### config.mk
export PLATFORM = sky130hd
export DESIGN_NAME = mmu_top
export DESIGN_NICKNAME = d
export VERILOG_FILES = /design/src/mmu_pkg.sv /design/src/mmu_top.sv /design/src/tlb_store.sv /design/src/walk_fsm.sv /design/src/walk_timer.sv
export SDC_FILE = /design/constraint.sdc
export NUM_CORES = 1
export LEC_CHECK = 0
export BUFFER_PORTS_ARGS = -buffer_cell sky130_fd_sc_hd__buf_4
export CAP_MARGIN = 20
export CORE_MARGIN = 3
export CORE_UTILIZATION = 45
export CTS_CLUSTER_DIAMETER = 40
export DETAILED_ROUTE_END_ITERATION = 8
export GPL_ROUTABILITY_DRIVEN = 0
export PLACE_DENSITY = 0.62
export SYNTH_ARGS = -nofsm -noshare
export SYNTH_HDL_FRONTEND = slang
export SYNTH_SLANG_ARGS = --single-unit
export TNS_END_PERCENT = 1
### constraint.sdc
create_clock -name clk -period 8.7 [get_ports clk]
set_input_delay 1.305 -clock clk [delete_from_list [all_inputs] [get_ports clk]]
set_output_delay 1.305 -clock clk [all_outputs]
set_load 0.005 [all_outputs]
### src/mmu_pkg.sv
// ~~~~~~~~~~~~~~~~~~~~~~~~~~~~~~~~~~~~~~~~~~~~~~~~~~~~~~~~~~~~
// translation unit widths, table base, walk timeout, state codes
// and the page-table entry union with its table and leaf views.
// ~~~~~~~~~~~~~~~~~~~~~~~~~~~~~~~~~~~~~~~~~~~~~~~~~~~~~~~~~~~~

package mmu_pkg;

    localparam int vpn_width       = 20;
    localparam int ppn_width       = 20;
    localparam int level_bits      = 10;  // index bits per table level.
    localparam int tlb_index_width = 4;
    localparam int tlb_entries     = 2 ** tlb_index_width;
    localparam int tag_width       = 20;  // the whole vpn is kept as tag.
    localparam int adr_width       = 32;
    localparam int data_width      = 32;
    localparam int pte_base_width  = 22;

    // word address of the first-level table. A table entry's next_base is
    // also a word address, and the second-level index is added to it.
    localparam logic [adr_width-1:0] root_base = 32'h0000_1000;

    localparam int walk_timeout = 16;  // cycles allowed per bus cycle.
    localparam int timer_width  = $clog2(walk_timeout);
    localparam logic [timer_width-1:0] timer_last = timer_width'(walk_timeout - 1);

    localparam int state_width = 3;
    localparam logic [state_width-1:0] st_idle    = 3'd0;
    localparam logic [state_width-1:0] st_lookup  = 3'd1;
    localparam logic [state_width-1:0] st_read1   = 3'd2;
    localparam logic [state_width-1:0] st_read2   = 3'd3;
    localparam logic [state_width-1:0] st_respond = 3'd4;

    // valid and is_leaf share bits 0 and 1 in both views.
    typedef union packed {
        struct packed {
            logic [pte_base_width-1:0] next_base;
            logic [7:0]                rsvd;
            logic                      is_leaf;
            logic                      valid;
        } tbl;
        struct packed {
            logic [ppn_width-1:0] ppn;
            logic [8:0]           rsvd;
            logic                 writable;
            logic                 is_leaf;
            logic                 valid;
        } pg;
    } pte_t;

endpackage

### src/mmu_top.sv
// ~~~~~~~~~~~~~~~~~~~~~~~~~~~~~~~~~~~~~~~~~~~~~~~~~~~~~~~~~~~~
// translation unit top: store, bus timer and walk FSM.
// ~~~~~~~~~~~~~~~~~~~~~~~~~~~~~~~~~~~~~~~~~~~~~~~~~~~~~~~~~~~~

`timescale 1ns/1ps

module mmu_top (
    input  logic                           clk,
    input  logic                           rst,
    input  logic                           flush,
    input  logic                           req_valid,
    output logic                           req_ready,
    input  logic                           req_write,
    input  logic [mmu_pkg::vpn_width-1:0]  req_vpn,
    output logic                           resp_valid,
    output logic                           resp_fault,
    output logic [mmu_pkg::ppn_width-1:0]  resp_ppn,
    output logic                           wb_cyc,
    output logic                           wb_stb,
    output logic [mmu_pkg::adr_width-1:0]  wb_adr,
    input  logic [mmu_pkg::data_width-1:0] wb_rdata,
    input  logic                           wb_ack
);

    logic                          lookup_valid;
    logic [mmu_pkg::vpn_width-1:0] lookup_vpn;
    logic                          hit_valid;
    logic                          hit;
    logic [mmu_pkg::ppn_width-1:0] hit_ppn;
    logic                          hit_writable;
    logic                          update_valid;
    logic [mmu_pkg::vpn_width-1:0] update_vpn;
    logic [mmu_pkg::ppn_width-1:0] update_ppn;
    logic                          update_writable;
    logic                          timer_start;
    logic                          timer_stop;
    logic                          expired;

    tlb_store i_tlb_store (
        .clk             (clk),
        .rst             (rst),
        .flush           (flush),
        .lookup_valid    (lookup_valid),
        .lookup_vpn      (lookup_vpn),
        .hit_valid       (hit_valid),
        .hit             (hit),
        .hit_ppn         (hit_ppn),
        .hit_writable    (hit_writable),
        .update_valid    (update_valid),
        .update_vpn      (update_vpn),
        .update_ppn      (update_ppn),
        .update_writable (update_writable)
    );

    walk_timer i_walk_timer (
        .clk         (clk),
        .rst         (rst),
        .timer_start (timer_start),
        .timer_stop  (timer_stop),
        .expired     (expired)
    );

    walk_fsm i_walk_fsm (
        .clk             (clk),
        .rst             (rst),
        .req_valid       (req_valid),
        .req_ready       (req_ready),
        .req_write       (req_write),
        .req_vpn         (req_vpn),
        .resp_valid      (resp_valid),
        .resp_fault      (resp_fault),
        .resp_ppn        (resp_ppn),
        .lookup_valid    (lookup_valid),
        .lookup_vpn      (lookup_vpn),
        .hit_valid       (hit_valid),
        .hit             (hit),
        .hit_ppn         (hit_ppn),
        .hit_writable    (hit_writable),
        .update_valid    (update_valid),
        .update_vpn      (update_vpn),
        .update_ppn      (update_ppn),
        .update_writable (update_writable),
        .timer_start     (timer_start),
        .timer_stop      (timer_stop),
        .expired         (expired),
        .wb_cyc          (wb_cyc),
        .wb_stb          (wb_stb),
        .wb_adr          (wb_adr),
        .wb_rdata        (wb_rdata),
        .wb_ack          (wb_ack)
    );

endmodule

### src/tlb_store.sv
// ~~~~~~~~~~~~~~~~~~~~~~~~~~~~~~~~~~~~~~~~~~~~~~~~~~~~~~~~~~~~
// direct-mapped translation store with registered lookup and flush.
// ~~~~~~~~~~~~~~~~~~~~~~~~~~~~~~~~~~~~~~~~~~~~~~~~~~~~~~~~~~~~

`timescale 1ns/1ps

module tlb_store (
    input  logic                          clk,
    input  logic                          rst,
    input  logic                          flush,
    input  logic                          lookup_valid,
    input  logic [mmu_pkg::vpn_width-1:0] lookup_vpn,
    output logic                          hit_valid,
    output logic                          hit,
    output logic [mmu_pkg::ppn_width-1:0] hit_ppn,
    output logic                          hit_writable,
    input  logic                          update_valid,
    input  logic [mmu_pkg::vpn_width-1:0] update_vpn,
    input  logic [mmu_pkg::ppn_width-1:0] update_ppn,
    input  logic                          update_writable
);

    logic [mmu_pkg::tlb_entries-1:0]     valid_mem;
    logic [mmu_pkg::tlb_entries-1:0]     writable_mem;
    logic [mmu_pkg::tag_width-1:0]       tag_mem [mmu_pkg::tlb_entries];
    logic [mmu_pkg::ppn_width-1:0]       ppn_mem [mmu_pkg::tlb_entries];
    logic [mmu_pkg::tlb_index_width-1:0] lookup_idx;
    logic [mmu_pkg::tlb_index_width-1:0] update_idx;
    logic                                tag_match;

    assign lookup_idx = lookup_vpn[mmu_pkg::tlb_index_width-1:0];
    assign update_idx = update_vpn[mmu_pkg::tlb_index_width-1:0];
    assign tag_match  = valid_mem[lookup_idx] & (tag_mem[lookup_idx] == lookup_vpn);

    always_ff @(posedge clk) begin
        if (rst) begin
            valid_mem <= '0;
            hit_valid <= 1'b0;
            hit       <= 1'b0;
        end else begin
            hit_valid <= lookup_valid;
            hit       <= lookup_valid & tag_match & ~flush;  // flush wins over a lookup.
            if (flush) begin
                valid_mem <= '0;
            end
            // an install from a walk in flight still lands after a flush.
            if (update_valid) begin
                valid_mem[update_idx] <= 1'b1;
            end
        end
    end

    always_ff @(posedge clk) begin
        hit_ppn      <= ppn_mem[lookup_idx];
        hit_writable <= writable_mem[lookup_idx];
        if (update_valid) begin  // an alias at the same index is simply replaced.
            tag_mem[update_idx]      <= update_vpn;
            ppn_mem[update_idx]      <= update_ppn;
            writable_mem[update_idx] <= update_writable;
        end
    end

endmodule

### src/walk_fsm.sv
// ~~~~~~~~~~~~~~~~~~~~~~~~~~~~~~~~~~~~~~~~~~~~~~~~~~~~~~~~~~~~
// request FSM with lookup, permission check and two-level walk
// over a read-only Wishbone classic master port.
// ~~~~~~~~~~~~~~~~~~~~~~~~~~~~~~~~~~~~~~~~~~~~~~~~~~~~~~~~~~~~

`timescale 1ns/1ps

module walk_fsm (
    input  logic                           clk,
    input  logic                           rst,
    input  logic                           req_valid,
    output logic                           req_ready,
    input  logic                           req_write,
    input  logic [mmu_pkg::vpn_width-1:0]  req_vpn,
    output logic                           resp_valid,
    output logic                           resp_fault,
    output logic [mmu_pkg::ppn_width-1:0]  resp_ppn,
    output logic                           lookup_valid,
    output logic [mmu_pkg::vpn_width-1:0]  lookup_vpn,
    input  logic                           hit_valid,
    input  logic                           hit,
    input  logic [mmu_pkg::ppn_width-1:0]  hit_ppn,
    input  logic                           hit_writable,
    output logic                           update_valid,
    output logic [mmu_pkg::vpn_width-1:0]  update_vpn,
    output logic [mmu_pkg::ppn_width-1:0]  update_ppn,
    output logic                           update_writable,
    output logic                           timer_start,
    output logic                           timer_stop,
    input  logic                           expired,
    output logic                           wb_cyc,
    output logic                           wb_stb,
    output logic [mmu_pkg::adr_width-1:0]  wb_adr,
    input  logic [mmu_pkg::data_width-1:0] wb_rdata,
    input  logic                           wb_ack
);

    logic [mmu_pkg::state_width-1:0] state;
    logic [mmu_pkg::vpn_width-1:0]   vpn_q;
    logic                            write_q;
    mmu_pkg::pte_t                   pte;
    logic [mmu_pkg::adr_width-1:0]   l1_adr;
    logic [mmu_pkg::adr_width-1:0]   l2_adr;
    logic                            in_read;

    assign pte     = wb_rdata;
    assign in_read = (state == mmu_pkg::st_read1) || (state == mmu_pkg::st_read2);

    assign l1_adr = mmu_pkg::root_base
                  + {{(mmu_pkg::adr_width - mmu_pkg::level_bits){1'b0}},
                     vpn_q[mmu_pkg::vpn_width-1 -: mmu_pkg::level_bits]};
    assign l2_adr = {{(mmu_pkg::adr_width - mmu_pkg::pte_base_width){1'b0}}, pte.tbl.next_base}
                  + {{(mmu_pkg::adr_width - mmu_pkg::level_bits){1'b0}},
                     vpn_q[mmu_pkg::level_bits-1:0]};

    assign req_ready   = (state == mmu_pkg::st_idle);
    assign resp_valid  = (state == mmu_pkg::st_respond);  // respond lasts one cycle.
    assign lookup_vpn  = vpn_q;
    assign update_vpn  = vpn_q;
    assign update_ppn  = resp_ppn;
    assign timer_start = in_read & ~wb_cyc;  // same cycle that cyc is raised.
    assign timer_stop  = wb_cyc & wb_ack;

    always_ff @(posedge clk) begin
        if (rst) begin
            state        <= mmu_pkg::st_idle;
            lookup_valid <= 1'b0;
            update_valid <= 1'b0;
            wb_cyc       <= 1'b0;
            wb_stb       <= 1'b0;
        end else begin
            lookup_valid <= 1'b0;
            update_valid <= 1'b0;
            case (state)
                mmu_pkg::st_idle: begin
                    if (req_valid) begin
                        vpn_q        <= req_vpn;
                        write_q      <= req_write;
                        lookup_valid <= 1'b1;
                        state        <= mmu_pkg::st_lookup;
                    end
                end
                mmu_pkg::st_lookup: begin
                    // the store answers one cycle after the lookup pulse.
                    if (hit_valid && hit) begin
                        resp_ppn   <= hit_ppn;
                        resp_fault <= write_q & ~hit_writable;
                        state      <= mmu_pkg::st_respond;
                    end else if (hit_valid) begin
                        wb_adr <= l1_adr;
                        state  <= mmu_pkg::st_read1;
                    end
                end
                mmu_pkg::st_read1, mmu_pkg::st_read2: begin
                    if (!wb_cyc) begin
                        wb_cyc <= 1'b1;
                        wb_stb <= 1'b1;
                    end else if (wb_ack || expired) begin
                        // every exit is a fault unless the entry checks out.
                        wb_cyc     <= 1'b0;
                        wb_stb     <= 1'b0;
                        resp_fault <= 1'b1;
                        resp_ppn   <= '0;
                        state      <= mmu_pkg::st_respond;
                        if (wb_ack && state == mmu_pkg::st_read1
                            && pte.tbl.valid && !pte.tbl.is_leaf) begin
                            wb_adr <= l2_adr;
                            state  <= mmu_pkg::st_read2;
                        end
                        if (wb_ack && state == mmu_pkg::st_read2
                            && pte.pg.valid && pte.pg.is_leaf) begin
                            resp_ppn        <= pte.pg.ppn;
                            resp_fault      <= write_q & ~pte.pg.writable;
                            update_valid    <= 1'b1;  // installed even on a write fault.
                            update_writable <= pte.pg.writable;
                        end
                    end
                end
                mmu_pkg::st_respond: begin
                    state <= mmu_pkg::st_idle;
                end
                default: begin
                    state <= mmu_pkg::st_idle;
                end
            endcase
        end
    end

endmodule

### src/walk_timer.sv
// ~~~~~~~~~~~~~~~~~~~~~~~~~~~~~~~~~~~~~~~~~~~~~~~~~~~~~~~~~~~~
// bus cycle watchdog counter with a one-cycle expiry pulse.
// ~~~~~~~~~~~~~~~~~~~~~~~~~~~~~~~~~~~~~~~~~~~~~~~~~~~~~~~~~~~~

`timescale 1ns/1ps

module walk_timer (
    input  logic clk,
    input  logic rst,
    input  logic timer_start,
    input  logic timer_stop,
    output logic expired
);

    logic                            armed;
    logic [mmu_pkg::timer_width-1:0] count;

    // start comes with the rising edge of cyc, so expired is raised after
    // walk_timeout cycles of an open bus cycle.
    always_ff @(posedge clk) begin
        if (rst) begin
            armed   <= 1'b0;
            count   <= '0;
            expired <= 1'b0;
        end else begin
            expired <= 1'b0;
            if (timer_start) begin  // a restart beats a stop in the same cycle.
                armed <= 1'b1;
                count <= '0;
            end else if (timer_stop) begin
                armed <= 1'b0;
                count <= '0;
            end else if (armed) begin
                if (count == mmu_pkg::timer_last) begin
                    expired <= 1'b1;
                    armed   <= 1'b0;  // count stays at its limit.
                end else begin
                    count <= count + 1'b1;
                end
            end
        end
    end

endmodule
# Word level (Yosys, flattened, before mapping)
# Memories as Yosys holds them, arrays and structs flattened. A register that Yosys moved wholly into a read port is not among the register bits.
# Index checks and enable logic that the tools add are counted.
[totals]
ramBits = 640
memories = 2
output_inout_bits = 57
wordCells = 131
regBits = 123
in_bits = 58
[classes]
add_sub_neg = 3
bitwise = 18
magnitude_cmp = 2
eq_ne = 15
mux = 47
n_reduce_logical = 25
[mem_list]
columns = ["memory", "depth", "width", "read_ports", "rd_ports_with_merged_regs", "wr", "line", "source"]
rows = [
  ["i_tlb_store.ppn_mem", 16, 20, 1, 1, 1, "tlb_store.sv:26", "logic [mmu_pkg::ppn_width-1:0] ppn_mem [mmu_pkg::tlb_entries];"],
  ["i_tlb_store.tag_mem", 16, 20, 1, 1, 1, "tlb_store.sv:25", "logic [mmu_pkg::tag_width-1:0] tag_mem [mmu_pkg::tlb_entries];"],
]
[op_table]
columns = ["cell", "count"]
rows = [
  ["32-bit 2-to-1 mux", 5],
  ["20-bit 2-to-1 mux", 4],
  ["32-bit case mux with 2 select lines", 1],
  ["16-bit 2-to-1 mux", 3],
  ["20-bit case mux with 2 select lines", 1],
  ["22-bit by 10-bit adder with 23-bit output", 1],
  ["20-bit equality test", 1],
  ["1-bit 2-to-1 mux", 20],
  ["3-bit 2-to-1 mux", 6],
  ["16-bit bitwise mux", 1],
  ["16-bit OR", 1],
  ["13-bit by 10-bit adder with 14-bit output, first input constant", 1],
  ["1-bit inverter", 10],
  ["5-bit AND reduction", 2],
  ["3-bit case mux with 3 select lines", 1],
  ["1-bit binary-select mux with 4-bit select", 2],
  ["1-bit logical AND", 8],
  ["2-bit by 1-bit != test with 1-bit output, second input constant", 4],
  ["2-bit != test, second input constant", 4],
  ["4-bit OR reduction", 2],
  ["1-bit AND", 7],
  ["7-bit AND reduction", 1],
  ["3-bit by 2-bit equality test with 1-bit output, second input constant", 2],
  ["4-bit by 5-bit less-than comparator with 1-bit output, second input constant", 1],
  ["18 further kinds", 21],
]

# Depth between registers and ports, before layout
[depth]
depth_word = 8
depth_mapped = 11
mapped_depth_nobuf = 9

# By module
# From an unflattened synthesis, not the netlist that was laid out.
[unflattened]
cells_unflattened = 1525
area_unflattened_um2 = 30332.8
[by_module_without_submodules]
columns = ["module", "instances", "area_per_inst_um2", "seq_area_each_um2", "cells_per_inst"]
rows = [
  ["tlb_store", 1, 26175.1, 20479.6, 1160],
  ["walk_fsm", 1, 3895.0, 2122.0, 334],
  ["walk_timer", 1, 262.8, 120.1, 31],
]

# Worst setup path before layout
# No wires, ideal clock.
[synth_timing]
kind = "input-to-reg"
startpoint = "input wb_ack"
endpoint = "register i_walk_fsm.wb_adr[0] (netlist bit), enable pin"
required_time_ns = 8.171
path_buffers = 0
path_stages = 5
arrival_ns = 5.315
setup_slack_ns = 2.855
cell_sequence = "and3_1 -> nand2_1 -> nand2_1 -> a21oi_1 -> a2111oi_0"
[synth_between]
elab_chain_cells = 5
elab_cells_between_ends = 7
cone_classes = "eq/ne (2); reduce/logical (5)"
[synth_lines]
columns = ["element", "line", "source"]
rows = [
  ["from (decl)", "mmu_top.sv:22", "input logic wb_ack"],
  ["1-bit logical AND", "walk_fsm.sv:105", "if (wb_ack && state == mmu_pkg::st_read1"],
  ["1-bit logical AND (2 in series)", "walk_fsm.sv:106", "&& pte.tbl.valid && !pte.tbl.is_leaf) begin"],
  ["2-bit by 1-bit != test with 1-bit output (no line)", "-", ""],
  ["7-bit AND reduction (no line) *", "-", ""],
  ["to (signal assigned)", "walk_fsm.sv:90", "wb_adr <= l1_adr;"],
  ["to (signal assigned)", "walk_fsm.sv:107", "wb_adr <= l2_adr;"],
  ["to (decl)", "walk_fsm.sv:33", "output logic [mmu_pkg::adr_width-1:0] wb_adr,"],
]
# Every way passes the cells marked *; elsewhere a longest branch is shown, timed or not.
# A chain may end at the register's enable or synchronous reset.

# Worst setup path in the final report
[layout_timing]
startpoint = "register i_walk_fsm.vpn_q (netlist bit i_walk_fsm.lookup_vpn[1])"
endpoint = "memory i_tlb_store.tag_mem[15][15] (netlist bit), enable pin"
[layout_lines]
columns = ["element", "line", "source"]
rows = [
  ["from (decl)", "walk_fsm.sv:39", "logic [mmu_pkg::vpn_width-1:0] vpn_q;"],
  ["from (signal assigned)", "walk_fsm.sv:77", "vpn_q <= req_vpn;"],
  ["to (decl)", "tlb_store.sv:25", ""],
]
# No word-level cell before the write port.

==> flow_summary.ini <==
[timing]
worst_slack_ns = 4.56
slew_headroom_pct = 27.9
fin_worst_skew_ns = 0.0435
worst_slew_pin_slew_ns = 1.08
hold_slack_ns = 0.466
fin_crit_sh_pct = 47.6
grt_setup_unrepaired = false
timing.fmax_ghz = 0.242
slew_violations = 0
min_period_ns = 4.14
setup_viol = 0
hold_viol_final = 0
tns_ns = 0

[logic_synthesis]
netlist-cell-type-count = 62
ys_ff_latch = 778
synthFlopType = edfxtp_1
ys_seq_area_share_pct = 75.4
async_reset_ff_share_pct = 0
yosysTopAreaCell = edfxtp_1
synth_cells = 1454
synth_top_cell_area_share_pct = 71.7
yosysWarnings = 0
avgSynthCellArea_um2 = 20.8
yosys-top-cells-count = edfxtp_1 (722), mux4_2 (186), dfxtp_1 (56)
yosysMostFrequentCell = edfxtp_1
netlist_area_um2 = 30200
synth-edff-count = 722
synthTopCellsByArea = edfxtp_1 (72%), mux4_2 (14%), dfxtp_1 (3.7%)

[pwr]
power_mw = 8.78
pwr-share-comb_pct = 6.1
p_int_mw = 6.82
ir_worst_vdd_mv = 0.188
leakage_nw = 11.6
p_seq_share_pct = 47.4
p_sw_mw = 1.96
pwr-share-clk_pct = 46.5
pwr_density_cell_nw_per_um2 = 248
swShare_pct = 22.3

[hold_path]
whs_path_depth = 2
hold_path.class = reg -> reg

[worst_setup_path]
r2r_cells = 5
cp-end-kind = register
critical_path_arrival_ns = 4.40
crit_required_ns = 8.96
path_max_fanout = 68
cp-start-kind = register
worstSetupPathType = reg -> reg

[route]
drt-total-wl_um = 71600
drt_iter0_drc = 1400
wl_met3_um = 5240
wl_per_cell_um = 27.9
dr.pass1.iters = 5
drc = 0
wl_met2_um = 34900
m1WireLength_um = 29800
routed_via_density = 5.86
postRouteAntennaNets = 0
top_layer_used = met4
vias = 15000

[final_layout]
drive_gt1_share_pct = 31.2
syn_to_final_growth_pct = 17.2
nets = 1687
stdcell_count = 2564
n_antenna_cell = 0

[global_route]
grt_pass1_wl_um = 105000
track_usage_pct = 20.7
grt_overflow = 0
grt_start_max_net_pins = 82
grt_pass1_vias = 15400
antenna_found_initial = 0

[clocking]
hold_buffers = 0
clock_latency_ns = 0.67
post_cts_resized = 0
cts_htree_levels = 3
cts_tree = yes
post-cts-setup-buffers = 0
clock_path_buffers = 3
clk_pin_slew_ns = 0.06
clockRootBuffer = clkbuf_16
clock-sinks = 778
cts_buffers = 98

[die]
die-area_um2 = 70300
coreArea_um2 = 66200
ios = 115
chipHeight_um = 265
die-width_um = 265
rows = 94
start_util_pct = 45.7

[flow_run]
maxCapViolCount = 0

[placement]
post-place-cells = 2381
place_worst_setup_slack_ns = 4.48
place_hpwl_um = 39100
port_buffers = 98

[status]
status = completed
==> kinds of logic after synthesis <==
kind of cell | count (synthesis) | synth area share, %
AND/OR/NAND/NOR | 179 | 2.91
adder cells (fa/ha/maj) | 12 | 0.521
AO/OA/AOI/OAI | 138 | 3.09
multiplexers | 232 | 15.8
buffers and inverters | 93 | 1.63
other | 1 | 0.0124
flip-flops | 778 | 75.4
XOR/XNOR | 21 | 0.608
==> power groups by stage <==
stage | clock network, mW | logic (mW) | registers [mW]
5_1_grt | 4.31 | 0.574 | 4.17
3_5_place_dp | 0 | 0.535 | 4.24
4_1_cts | 4.16 | 0.538 | 4.17
3_3_place_gp | 0 | 0.530 | 4.24
2_1_floorplan | 0 | 0.403 | 4.21
6_report | 4.08 | 0.532 | 4.17
==> cell usage in the layout, fill, tap and decap left out, drive strengths merged, types with 3 or more instances in the layout <==
cell / count
a221oi: 4
clkinv: 35
nand2b: 14
a211oi: 5
nand2: 50
o21ai: 28
nand4: 5
mux4: 194
ha: 11
clkbuf: 114
buf: 136
and3: 7
nor2: 43
clkinvlp: 11
a21boi: 3
inv: 26
a22o: 20
edfxtp: 722
mux2: 6
nor3: 10
xnor2: 13
dfxtp: 56
nand3: 14
nor3b: 5
or3: 7
mux2i: 32
o21bai: 3
a21oi: 38
bufinv: 9
a31oi: 5
o22ai: 3
xor2: 8
conb: 9
nor2b: 12
a21o: 8
a2111oi: 3
and2: 6
==> state kept, by name, indices dropped and copies added (netlist names), named ones only <==
register                    flops
i_walk_timer.count              4
i_walk_fsm.update_valid         1
i_tlb_store.hit                 1
i_walk_timer.armed              1
i_tlb_store.writable_mem       16
i_walk_timer.expired            1
i_tlb_store.ppn_mem           320
i_tlb_store.hit_valid           1
i_tlb_store.hit_writable        1
i_walk_fsm.lookup_valid         1
i_walk_fsm.resp_fault           1
i_walk_fsm.lookup_vpn          20
i_walk_fsm.wb_stb               1
i_tlb_store.hit_ppn            20
i_walk_fsm.write_q              1
i_walk_fsm.state                3
i_walk_fsm.wb_adr              23
i_tlb_store.valid_mem          16
i_walk_fsm.wb_cyc               1
i_walk_fsm.resp_ppn            20
i_walk_fsm.update_writable      1
i_tlb_store.tag_mem           320
==> stage by stage <==
step | area (µm²) | utilization [%]
global placement | 32100 | 48.4
CTS | 35500 | 53.5
detailed placement | 32100 | 48.4
finish | 35500 | 53.5
floorplan | 30300 | -
global route | 35500 | 53.5
==> layout make-up <==
type | count | area [µm²]
fill | 5086 | 30800
multi-input combinational | 591 | 7080
inverter | 12 | 46.3
timing repair buffer | 136 | 1030
clock inverter | 69 | 782
sequential | 778 | 22800
tap | 864 | 1080
clock buffer | 114 | 2610
==> worst max-delay path, cell delays in order, from the launching register on <==
cell	delay (ns)
edfxtp_1	0.32
buf_4	0.51
buf_4	0.95
nand3_1	0.50
nor2_4	0.80
buf_4	0.60
==> worst paths after layout <==
check                      startpoint                     endpoint  slack (ns)
max          i_walk_fsm.lookup_vpn[1]  i_tlb_store.tag_mem[15][15]        4.56
min          i_tlb_store.valid_mem[2]     i_tlb_store.valid_mem[2]        0.47
max reg2reg  i_walk_fsm.lookup_vpn[1]  i_tlb_store.tag_mem[15][15]        4.56
min reg2reg  i_tlb_store.valid_mem[2]     i_tlb_store.valid_mem[2]        0.47
==> metal layers <==
| metal | vias up | track usage (%) |
|---|---|---|
| li1 | 6372 | - |
| met1 | 7986 | 29.4 |
| met2 | 571 | 32.9 |
| met3 | 99 | 4.38 |
| met4 | 0 | 5.86 |
| met5 | - | 0 |
Power figures use the tool's default switching activity.
